[src/cache_pkg.sv]
package cache_pkg;

    // geometry, fixed by the address split below
    localparam int offset_w       = 4;
    localparam int index_w        = 8;
    localparam int tag_w          = 20;
    localparam int num_sets       = 256;
    localparam int words_per_line = 4;

    // cpu op codes
    localparam logic op_read  = 1'b0;
    localparam logic op_write = 1'b1;

    // block transfer type, same code on the read and write bus
    localparam logic [2:0] bus_block = 3'b100;

    typedef enum logic [2:0] {
        idle,
        lookup,
        miss,
        replace,
        refill
    } state_t;

    typedef logic [127:0] line_t;

    // one address word, seen either as a bus address or as cache coordinates
    typedef union packed {
        logic [31:0] raw;
        struct packed {
            logic [tag_w-1:0]   tag;
            logic [index_w-1:0] index;
            logic [1:0]         bank;     // word within the line
            logic [1:0]         byte_sel; // byte within the word
        } f;
    } addr_t;

    typedef struct packed {
        logic        op;
        addr_t       addr;
        logic [3:0]  wstrb;
        logic [31:0] wdata;
    } cpu_req_t;

    typedef struct packed {
        logic [2:0]  rd_type;
        logic [31:0] rd_addr;
    } rd_bus_t;

    typedef struct packed {
        logic [2:0]  wr_type;
        logic [31:0] wr_addr;
        line_t       wr_data;
    } wr_bus_t;

endpackage
[src/cache_miss_unit.sv]
`timescale 1ns/1ps

module cache_miss_unit (
    input  logic                clk,
    input  logic                reset,
    input  cache_pkg::state_t   state,
    input  cache_pkg::cpu_req_t req_q,
    input  logic                ret_valid,
    input  logic                ret_last,
    input  logic [31:0]         ret_data,
    output logic                victim_way,
    output logic [1:0]          beat_index,
    output logic [31:0]         refill_word,
    output logic                refill_we,
    output logic [31:0]         miss_rdata
);

    logic [2:0]  lfsr;
    logic        in_refill;
    logic        req_beat;
    logic [31:0] merged_word;
    logic [31:0] rdata_q;

    assign in_refill  = (state == cache_pkg::refill);
    assign refill_we  = in_refill && ret_valid;
    assign req_beat   = refill_we && (beat_index == req_q.addr.f.bank);
    assign victim_way = lfsr[0];

    // replacement choice, moves on only when a refill completes
    always_ff @(posedge clk) begin
        if (reset) begin
            lfsr <= 3'b111;
        end else if (refill_we && ret_last) begin
            lfsr <= {lfsr[0], lfsr[2] ^ lfsr[0], lfsr[1]};
        end
    end

    always_ff @(posedge clk) begin
        if (reset) begin
            beat_index <= '0;
        end else if (!in_refill) begin
            beat_index <= '0;
        end else if (ret_valid) begin
            beat_index <= beat_index + 2'd1;
        end
    end

    always_comb begin
        for (int i = 0; i < 4; i++) begin
            merged_word[i*8 +: 8] = req_q.wstrb[i] ? req_q.wdata[i*8 +: 8]
                                                   : ret_data[i*8 +: 8];
        end
    end

    // store bytes land in the refilled line directly
    assign refill_word = (req_beat && req_q.op == cache_pkg::op_write) ? merged_word
                                                                        : ret_data;

    always_ff @(posedge clk) begin
        if (req_beat && req_q.op == cache_pkg::op_read) begin
            rdata_q <= ret_data;
        end
    end

    // the requested word may arrive on the last beat itself
    assign miss_rdata = req_beat ? ret_data : rdata_q;

    // memory ends every block after exactly words_per_line beats
    a_last_beat: assert property (@(posedge clk) disable iff (reset)
        (refill_we && ret_last) |-> (beat_index == cache_pkg::words_per_line - 1));

endmodule

[config.mk]
export PLATFORM = sky130hd
export DESIGN_NAME = cache_miss_unit
export DESIGN_NICKNAME = d
export VERILOG_FILES = /design/src/cache_pkg.sv /design/src/cache_miss_unit.sv
export SDC_FILE = /design/constraint.sdc
export NUM_CORES = 1
export LEC_CHECK = 0
export ABC_AREA = 0
export BUFFER_PORTS_ARGS = -buffer_cell sky130_fd_sc_hd__clkbuf_2
export CORE_MARGIN = 10
export CORE_UTILIZATION = 36
export DETAILED_ROUTE_END_ITERATION = 10
export PLACE_DENSITY = 0.83
export SETUP_SLACK_MARGIN = 0.1
export SYNTH_ARGS = -nofsm -noshare
export SYNTH_HDL_FRONTEND = slang
export SYNTH_SLANG_ARGS = --single-unit
export TNS_END_PERCENT = 1
[constraint.sdc]
create_clock -name clk -period 3.2 [get_ports clk]
set_input_delay 0.32 -clock clk [delete_from_list [all_inputs] [get_ports clk]]
set_output_delay 0.32 -clock clk [all_outputs]
set_load 0.01 [all_outputs]
==> summary.txt <==
Global routing
  – Total gr overflow: 0
  – Largest net degree at the start of global routing: 20
  – Tot GR Track Use: 12.4%
  – Global-route wire length before repair: 9940 µm
  – Initial antenna violation count: 0
  – Vias in the first global route: 1994

STA
  – Setup WS post-layout: 0.355 ns
  – Crit path time final: 2.85 ns
  – RSZ-0062 raised after global routing: no
  – Relative slew margins: 58.0%
  – Worst-Margin Slew: 0.625 ns
  – Final setup skew: 0.00984 ns
  – Final setup fails: 0
  – Tcrit/Tclk final: 88.9%
  – Setup TNS: 0 ns
  – Slew Viols, Final: 0
  – Final Hold Fails: 0
  – Fmax achieved: 351 MHz

Final layout
  – Layout cells sized above 1: 80.1%
  – Ant. Diodes: 0
  – Area growth syn-to-layout: 41.2%
  – Fin nets: 393
  – Layout Utilization: 52.8%
  – Non-filler cells, final: 361

Clocking
  – CTS tree: done
  – Clk root buf: clkbuf_8
  – Clock Pin Slew Worst Setup and Hold Paths: 0.08 ns
  – Post_cts resized: 0
  – Post-CTS Setup Bufs: 0
  – Cts hold-fix bufs: 0
  – Worst skew pair latency: 0.29 ns
  – CTS Buf Count: 5
  – H-tree Lvls: 2
  – Deepest clock path buffer count: 2
  – Sink Count: 37

Critical path
  – CP endpoint kind: output pin
  – Worst-path maximum fanout: 14
  – Arr. time, crit path: 2.53 ns
  – CP Class: reg2out
  – Worst path required time: 2.88 ns
  – Worst setup SP type: flop

Placed design
  – Setup slack at placement: 0.594 ns
  – Cells after DPL: 353
  – PortBufs: 145
  – HPWL after DPL: 5450 µm
  – Routability cong.: 0.729

Yosys
  – Netlist cell types: 20
  – YS warnings: 0
  – Syn Inst Count: 134
  – Post-synthesis net count: 242
  – Synth top area cells: edfxtp_1, mux2_4, mux2_2, dfxtp_1, nor4_4
  – Average size of a mapped cell: 16.7 µm²
  – Synth area leader: edfxtp_1
  – Mapped cell area: 2240 µm²
  – Synthesized flop and latch total: 37
  – Register area share after synthesis: 47.4%
  – Synth top area share: 42.9%

Floorplanning
  – Row count: 28
  – Starting density of the core: 37.4%
  – I/O Pins: 176
  – Die H: 98.9 µm
  – Full die area: 9780 µm²
  – Core area: 5990 µm²
  – Die width: 98.9 µm

Route
  – Routed wire length: 6420 µm
  – Antenna Nets Post-Route: 0
  – Remaining DRCs: 0
  – Initial DRC count: 32
  – DR vias/cell: 4.77
  – DRT Pass-1 Iters: 4
  – DR WL/cell: 17.8 µm
  – Number of vias in the routed layout: 1722

Run status
  – Status: finished clean

Hold path
  – HP Class: in2reg

Run
  – Max_cap viols: 0

Power
  – Power density cells: 365 nW/µm²
  – Worst IR Drop VDD: 0.202 mV
  – Leakage power: 1.51 nW
metrics by stage:
| step | hold WS (ns) | area (µm²) | power, mW |
|---|---|---|---|
| 2_1_floorplan | 0.396 | 2240 | 0.601 |
| 3_3_place_gp | 0.443 | 3030 | 0.686 |
| 3_5_place_dp | 0.447 | 3030 | 0.692 |
| 4_1_cts | 0.217 | 3160 | 1.17 |
| 5_1_grt | 0.219 | 3160 | 1.21 |
| 6_report | 0.222 | 3160 | 1.15 |
flip-flops by register name, summed over array words and instances (netlist names):
signal,count
beat_index,2
rdata_q,32
lfsr,3
layer usage:
layer | global-route usage (%) | vias to the layer above | wire length (µm)
met5 | 0 | - | 0
met4 | 2.32 | 0 | 44
met3 | 5.59 | 6 | 632
met2 | 23.9 | 66 | 3590
met1 | 11.7 | 826 | 2150
li1 | - | 824 | -
cells in the final DEF, fill, tap and decap left out, drive strengths merged, types with 2 or more instances in the layout:
cell type	netlist	routed
dfxtp	5	5
nor4	6	6
edfxtp	32	32
nand2	6	6
mux2	64	64
a211o	3	3
and3	3	3
bufinv	0	2
clkbuf	0	150
xor2	4	4
buf	5	4
worst max-delay path: stages (launching register included):
cell and delay, ns:
dfxtp_1 0.45, xor2_2 0.47, or3_2 0.52, buf_4 0.32, mux2_2 0.35, clkbuf_2 0.13
logic make-up after synthesis:
group                     count (synthesis)  share of synthesized area (%)
AOI/OAI and AO/OA                         3                           1.17
and+or+nand+nor                          19                           7.43
buffers and inverters                     6                           3.85
DFF                                      37                           47.4
muxes                                    64                           37.0
xor gates and xnor gates                  5                           3.13
path summary, 6_finish.rpt:
| check | from | to | slack, ns | cells past startpoint |
|---|---|---|---|---|
| max | beat_index[0] | miss_rdata[26] | 0.35 | 5 |
| min | state[1] | beat_index[0] | 0.22 | 2 |
| max reg2reg | beat_index[1] | rdata_q[22] | 0.80 | 4 |
| min reg2reg | lfsr[1] | lfsr[1] | 0.47 | 1 |
power by group:
group / total, mW / switching (mW) / internal (mW)
sequential: 0.527 / 0.00147 / 0.525
clock: 0.476 / 0.166 / 0.310
combinational: 0.150 / 0.0713 / 0.0789
cell type report:
cell class                      count  area (µm²)
Fill cell                         545        2830
Multi-Input combinational cell     91        1100
Sequential cell                    37        1060
Timing Repair Buffer              149         768
Tap cell                           75        93.8
Clock buffer                        5        68.8
Clock inverter                      3        65.1
Inverter                            1        3.75
cell usage after synthesis:
cell and number:
a211o_1 3, and3_1 3, buf_12 3, buf_6 2, dfxtp_1 5, edfxtp_1 32, inv_1 1, mux2_2 35
mux2_4 29, nand2_1 6, nand2b_1 1, nand4bb_1 1, nor2_1 1, nor4_1 2, nor4_4 4, or3_1 1
xnor2_1 1, xor2_1 2, xor2_2 1, xor2_4 1
Note: power is estimated with default switching activity, not from simulation.
