File: src/cache_pkg.sv
package cache_pkg;

    // geometry, fixed by the address split below
    localparam int offset_w       = 4;
    localparam int index_w        = 8;
    localparam int tag_w          = 20;
    localparam int num_sets       = 256;
    localparam int words_per_line = 4;

    // cpu op codes
    localparam logic op_read  = 1'b0;
    localparam logic op_write = 1'b1;

    // block transfer type, same code on the read and write bus
    localparam logic [2:0] bus_block = 3'b100;

    typedef enum logic [2:0] {
        idle,
        lookup,
        miss,
        replace,
        refill
    } state_t;

    typedef logic [127:0] line_t;

    // one address word, seen either as a bus address or as cache coordinates
    typedef union packed {
        logic [31:0] raw;
        struct packed {
            logic [tag_w-1:0]   tag;
            logic [index_w-1:0] index;
            logic [1:0]         bank;     // word within the line
            logic [1:0]         byte_sel; // byte within the word
        } f;
    } addr_t;

    typedef struct packed {
        logic        op;
        addr_t       addr;
        logic [3:0]  wstrb;
        logic [31:0] wdata;
    } cpu_req_t;

    typedef struct packed {
        logic [2:0]  rd_type;
        logic [31:0] rd_addr;
    } rd_bus_t;

    typedef struct packed {
        logic [2:0]  wr_type;
        logic [31:0] wr_addr;
        line_t       wr_data;
    } wr_bus_t;

endpackage
File: src/cache_ctrl.sv
`timescale 1ns/1ps

module cache_ctrl (
    input  logic                clk,
    input  logic                reset,
    input  logic                valid,
    input  cache_pkg::cpu_req_t req,
    input  logic                hit,
    input  logic                victim_dirty,
    input  logic                rd_rdy,
    input  logic                ret_valid,
    input  logic                ret_last,
    input  logic                wr_rdy,
    output cache_pkg::state_t   state,
    output cache_pkg::cpu_req_t req_q,
    output logic                addr_ok,
    output logic                data_ok,
    output logic                rd_req,
    output logic                wr_req,
    output logic                tag_we,
    output logic                commit_hit_write
);

    cache_pkg::state_t state_next;
    logic              latch_req;
    logic              last_beat;

    assign addr_ok   = (state == cache_pkg::idle);
    assign latch_req = valid && addr_ok;
    assign last_beat = ret_valid && ret_last;

    // request register for the one access in flight
    always_ff @(posedge clk) begin
        if (latch_req) begin
            req_q <= req;
        end
    end

    always_ff @(posedge clk) begin
        if (reset) begin
            state <= cache_pkg::idle;
        end else begin
            state <= state_next;
        end
    end

    always_comb begin
        state_next       = state;
        data_ok          = 1'b0;
        rd_req           = 1'b0;
        wr_req           = 1'b0;
        tag_we           = 1'b0;
        commit_hit_write = 1'b0;
        case (state)
            cache_pkg::idle: begin
                if (latch_req) begin
                    state_next = cache_pkg::lookup;
                end
            end
            cache_pkg::lookup: begin
                if (hit) begin
                    data_ok          = 1'b1;
                    commit_hit_write = (req_q.op == cache_pkg::op_write);
                    state_next       = cache_pkg::idle;
                end else begin
                    state_next = cache_pkg::miss;
                end
            end
            cache_pkg::miss: begin
                // a dirty victim goes out first and a clean one is dropped
                wr_req = victim_dirty;
                if (!victim_dirty || wr_rdy) begin
                    state_next = cache_pkg::replace;
                end
            end
            cache_pkg::replace: begin
                rd_req = 1'b1;
                if (rd_rdy) begin
                    state_next = cache_pkg::refill;
                end
            end
            cache_pkg::refill: begin
                if (last_beat) begin
                    data_ok    = 1'b1;
                    tag_we     = 1'b1; // install tag with the last data beat
                    state_next = cache_pkg::idle;
                end
            end
            default: begin
                state_next = cache_pkg::idle;
            end
        endcase
    end

    // the two bus requests never overlap
    a_one_bus_req: assert property (@(posedge clk) disable iff (reset)
        !(rd_req && wr_req));

    // no reply without an access in flight
    a_no_reply_in_idle: assert property (@(posedge clk) disable iff (reset)
        data_ok |-> (state != cache_pkg::idle));

endmodule

File: config.mk
export PLATFORM = sky130hd
export DESIGN_NAME = cache_ctrl
export DESIGN_NICKNAME = d
export VERILOG_FILES = /design/src/cache_pkg.sv /design/src/cache_ctrl.sv
export SDC_FILE = /design/constraint.sdc
export NUM_CORES = 1
export LEC_CHECK = 0
export ABC_AREA = 1
export BUFFER_PORTS_ARGS = -buffer_cell sky130_fd_sc_hd__buf_2
export CORE_MARGIN = 3
export CORE_UTILIZATION = 41
export DETAILED_ROUTE_END_ITERATION = 10
export PLACE_DENSITY = 0.9
export SETUP_SLACK_MARGIN = 0.15
export SLEW_MARGIN = 20
export SYNTH_ARGS = -nofsm -noshare
export SYNTH_HDL_FRONTEND = slang
export SYNTH_SLANG_ARGS = --single-unit
File: constraint.sdc
create_clock -name clk -period 8 [get_ports clk]
set_clock_uncertainty 0.1 [all_clocks]
set_input_delay 1.2 -clock clk [delete_from_list [all_inputs] [get_ports clk]]
set_output_delay 1.2 -clock clk [all_outputs]
set_load 0.005 [all_outputs]
==> impl_metrics.json <==
{
  "status": "finished clean",
  "clkLatencyLatePin_ns": 0.32,
  "dieArea_sq_mm": 0.00661,
  "end_kind": "output pin",
  "p_clk_frac": 0.261,
  "grt_pass1_wl_microns": 7500,
  "hold_violations": 0,
  "gr-total-overflow": 0,
  "vdd_ir_drop_max_v": 0.000167,
  "powerDensity_mw_per_mm2": 289,
  "final.setup.tns_ns": 0,
  "drcViolationCount": 0,
  "cts_buffers": 9,
  "pre_cts_ws_ns": 5.07,
  "routedWlPerCell_microns": 14.1,
  "synth.most_common_cell": "edfxtp_1",
  "worstSetupPathType": "primary input to output pin",
  "cts_sinks": 72,
  "synthTopCellsByCount": "edfxtp_1, nand2_1, inv_1, nor2_1",
  "regArea_sq_mm": 0.00213,
  "ys_ff_latch": 72,
  "holdBufCountCts": 0,
  "period_needed_ns": 2.94,
  "start_kind": "primary input",
  "syn-cell-area_sq_mm": 0.00232,
  "antenna_found_initial": 3,
  "tritoncts": "done",
  "cts-root-buf": "clkbuf_8",
  "slowest_stage": "nor3_1",
  "syn_avg_cell_area_sq_um": 20.4,
  "setup_violations": 0,
  "fin_area_sq_mm": 0.00338,
  "cp_max_fo": 2,
  "drtIter0Drc": 33,
  "cp_top_family": "buffers and inverters",
  "yosysTopAreaCellShare": 0.892,
  "yosysTopAreaCell": "edfxtp_1",
  "crit_top_cell": "buf_2",
  "placed_area_sq_mm": 0.00320,
  "period_share": 0.368,
  "gp_congestion": 0.711,
  "port_buffers": 155,
  "rsz0062_at_grt": "false",
  "worstPathArrival_ns": 1.64,
  "die_x_microns": 81.3,
  "maxCapViolations": 0,
  "routed_wl_microns": 5050,
  "die_h_microns": 81.3,
  "hpwl_microns": 4040,
  "critical_path_buf_inv_count": 3,
  "nets": 359,
  "maxSlewViolCount": 0,
  "p_comb_frac": 0.189,
  "clk_path_buf_depth": 2,
  "viasPerCell": 4.49,
  "switching_share": 0.251,
  "multi_input_comb_area_sq_um": 151,
  "grt_pass1_vias": 1660,
  "io_pins": 156,
  "syn_to_final_growth_pct": 45.3,
  "antenna_left": 0,
  "power_leakage_nw": 1.52,
  "hold_ws_ns": 0.508,
  "core_area_sq_mm": 0.00530,
  "rows": 26,
  "ys_seq_area_frac": 0.918,
  "clock.fmax_mhz": 340,
  "drt_pass1_iterations": 4,
  "start_util": 0.438,
  "syn_inst": 114,
  "synth_edf_count": 69,
  "slew_headroom": 0.682,
  "layout.cells.non_filler": 357,
  "switching_power_uw": 245,
  "synthTopCellsByArea": "edfxtp_1, dfxtp_1, nand2_1, inv_1, nor2_1",
  "slowest_delay_ns": 0.18,
  "hold_path.class": "register to register",
  "tightest_slew_ns": 0.478,
  "synth_fp_nets": 192,
  "synth_flop_cell": "edfxtp_1",
  "seq_power_share": 0.550,
  "synth_cell_types": 12,
  "post-place-cells": 340,
  "drive_above_1_share": 0.605,
  "internal-power_uw": 730,
  "ctsHtreeMaxLevel": 3,
  "grt.total_usage": 0.158,
  "cp.required_ns": 6.70,
  "vias": 1603,
  "ys.warnings.count": 0,
  "crit_path_cell_trace": "buf_2, inv_1, nor3_1, buf_2",
  "nFillCells": 403,
  "grt_max_degree": 41,
  "post-cts-setup-buffers": 0,
  "ys_async_sr_fraction": 0,
  "clk_pin_slew_worst_paths_ns": 0.06,
  "final.setup.worst_slack_ns": 5.06,
  "cts.repair.resized": 0
}
layout by cell type, fill, tap and decap left out:
cell type / instances
buf_2: 155
edfxtp_1: 69
nand2_1: 10
nor2_1: 9
inv_1: 9
clkbuf_8: 9
nand3_1: 3
a21oi_1: 3
dfxtp_1: 3
nor2_2: 2
nor3_1: 2
clkinv_1: 2
clkinv_2: 2
clkbuf_1: 2
buf_4: 2
diode_2: 1
nand2_4: 1
o22ai_1: 1
nor3_2: 1
bufinv_16: 1
worst paths after layout:
kind	start	to	slack [ns]	depth (start not counted)
hold / removal	state[2]	state[2]	0.51	2
setup reg to reg	state[2]	req_q[50]	6.21	4
setup / recovery	victim_dirty	wr_req	5.06	4
hold reg to reg	state[2]	state[2]	0.51	2
routing by layer:
| metal | routed length [microns] | share of wire | global-route usage | vias up |
|---|---|---|---|---|
| li1 | - | - | - | 752 |
| met1 | 1750 | 0.35 | 0.159 | 717 |
| met2 | 2440 | 0.48 | 0.250 | 112 |
| met3 | 715 | 0.14 | 0.0854 | 18 |
| met4 | 127 | 0.025 | 0.110 | 4 |
| met5 | 21 | 0.0042 | 0 | - |
power groups by stage:
stage	combinational [mW]	sequential (mW)	clock, mW
after floorplan	0.0693	0.566	0
after global placement	0.182	0.542	0
after detailed placement	0.188	0.545	0
after CTS	0.188	0.537	0.266
after global routing	0.208	0.545	0.279
final	0.184	0.536	0.255
flip-flops by register name (all words and copies together), names as in the netlist:
signal,flops
req_q,69
state,3
final cells by class:
type                    count  area share
diodes                      1    0.000741
clock buffers              11      0.0389
clock inverters             5      0.0141
inverters                   9      0.0100
multi-input cells          32      0.0448
flip-flops and latches     72       0.631
well taps                  70      0.0259
repair buffers            157       0.234
per-stage QoR:
stage	power, mW	utilization
2_1_floorplan	0.636	-
3_3_place_gp	0.724	0.603
4_1_cts	0.992	0.636
5_1_grt	1.03	0.637
6_report	0.975	0.637
3_5_place_dp	0.733	0.603
kinds of logic after synthesis:
group / count (synthesis) / synth area share
flops: 72 / 0.918
simple gates: 28 / 0.0538
compound gates: 4 / 0.00915
buf+inv: 10 / 0.0194
worst register-to-register path, cell delays in order (launching register included):
cell     delay [ns]
dfxtp_1        0.36
nor2_1         0.23
inv_1          0.13
nor3_2         0.15
buf_4          0.44
No activity file was read; power rests on OpenSTA's default activity.
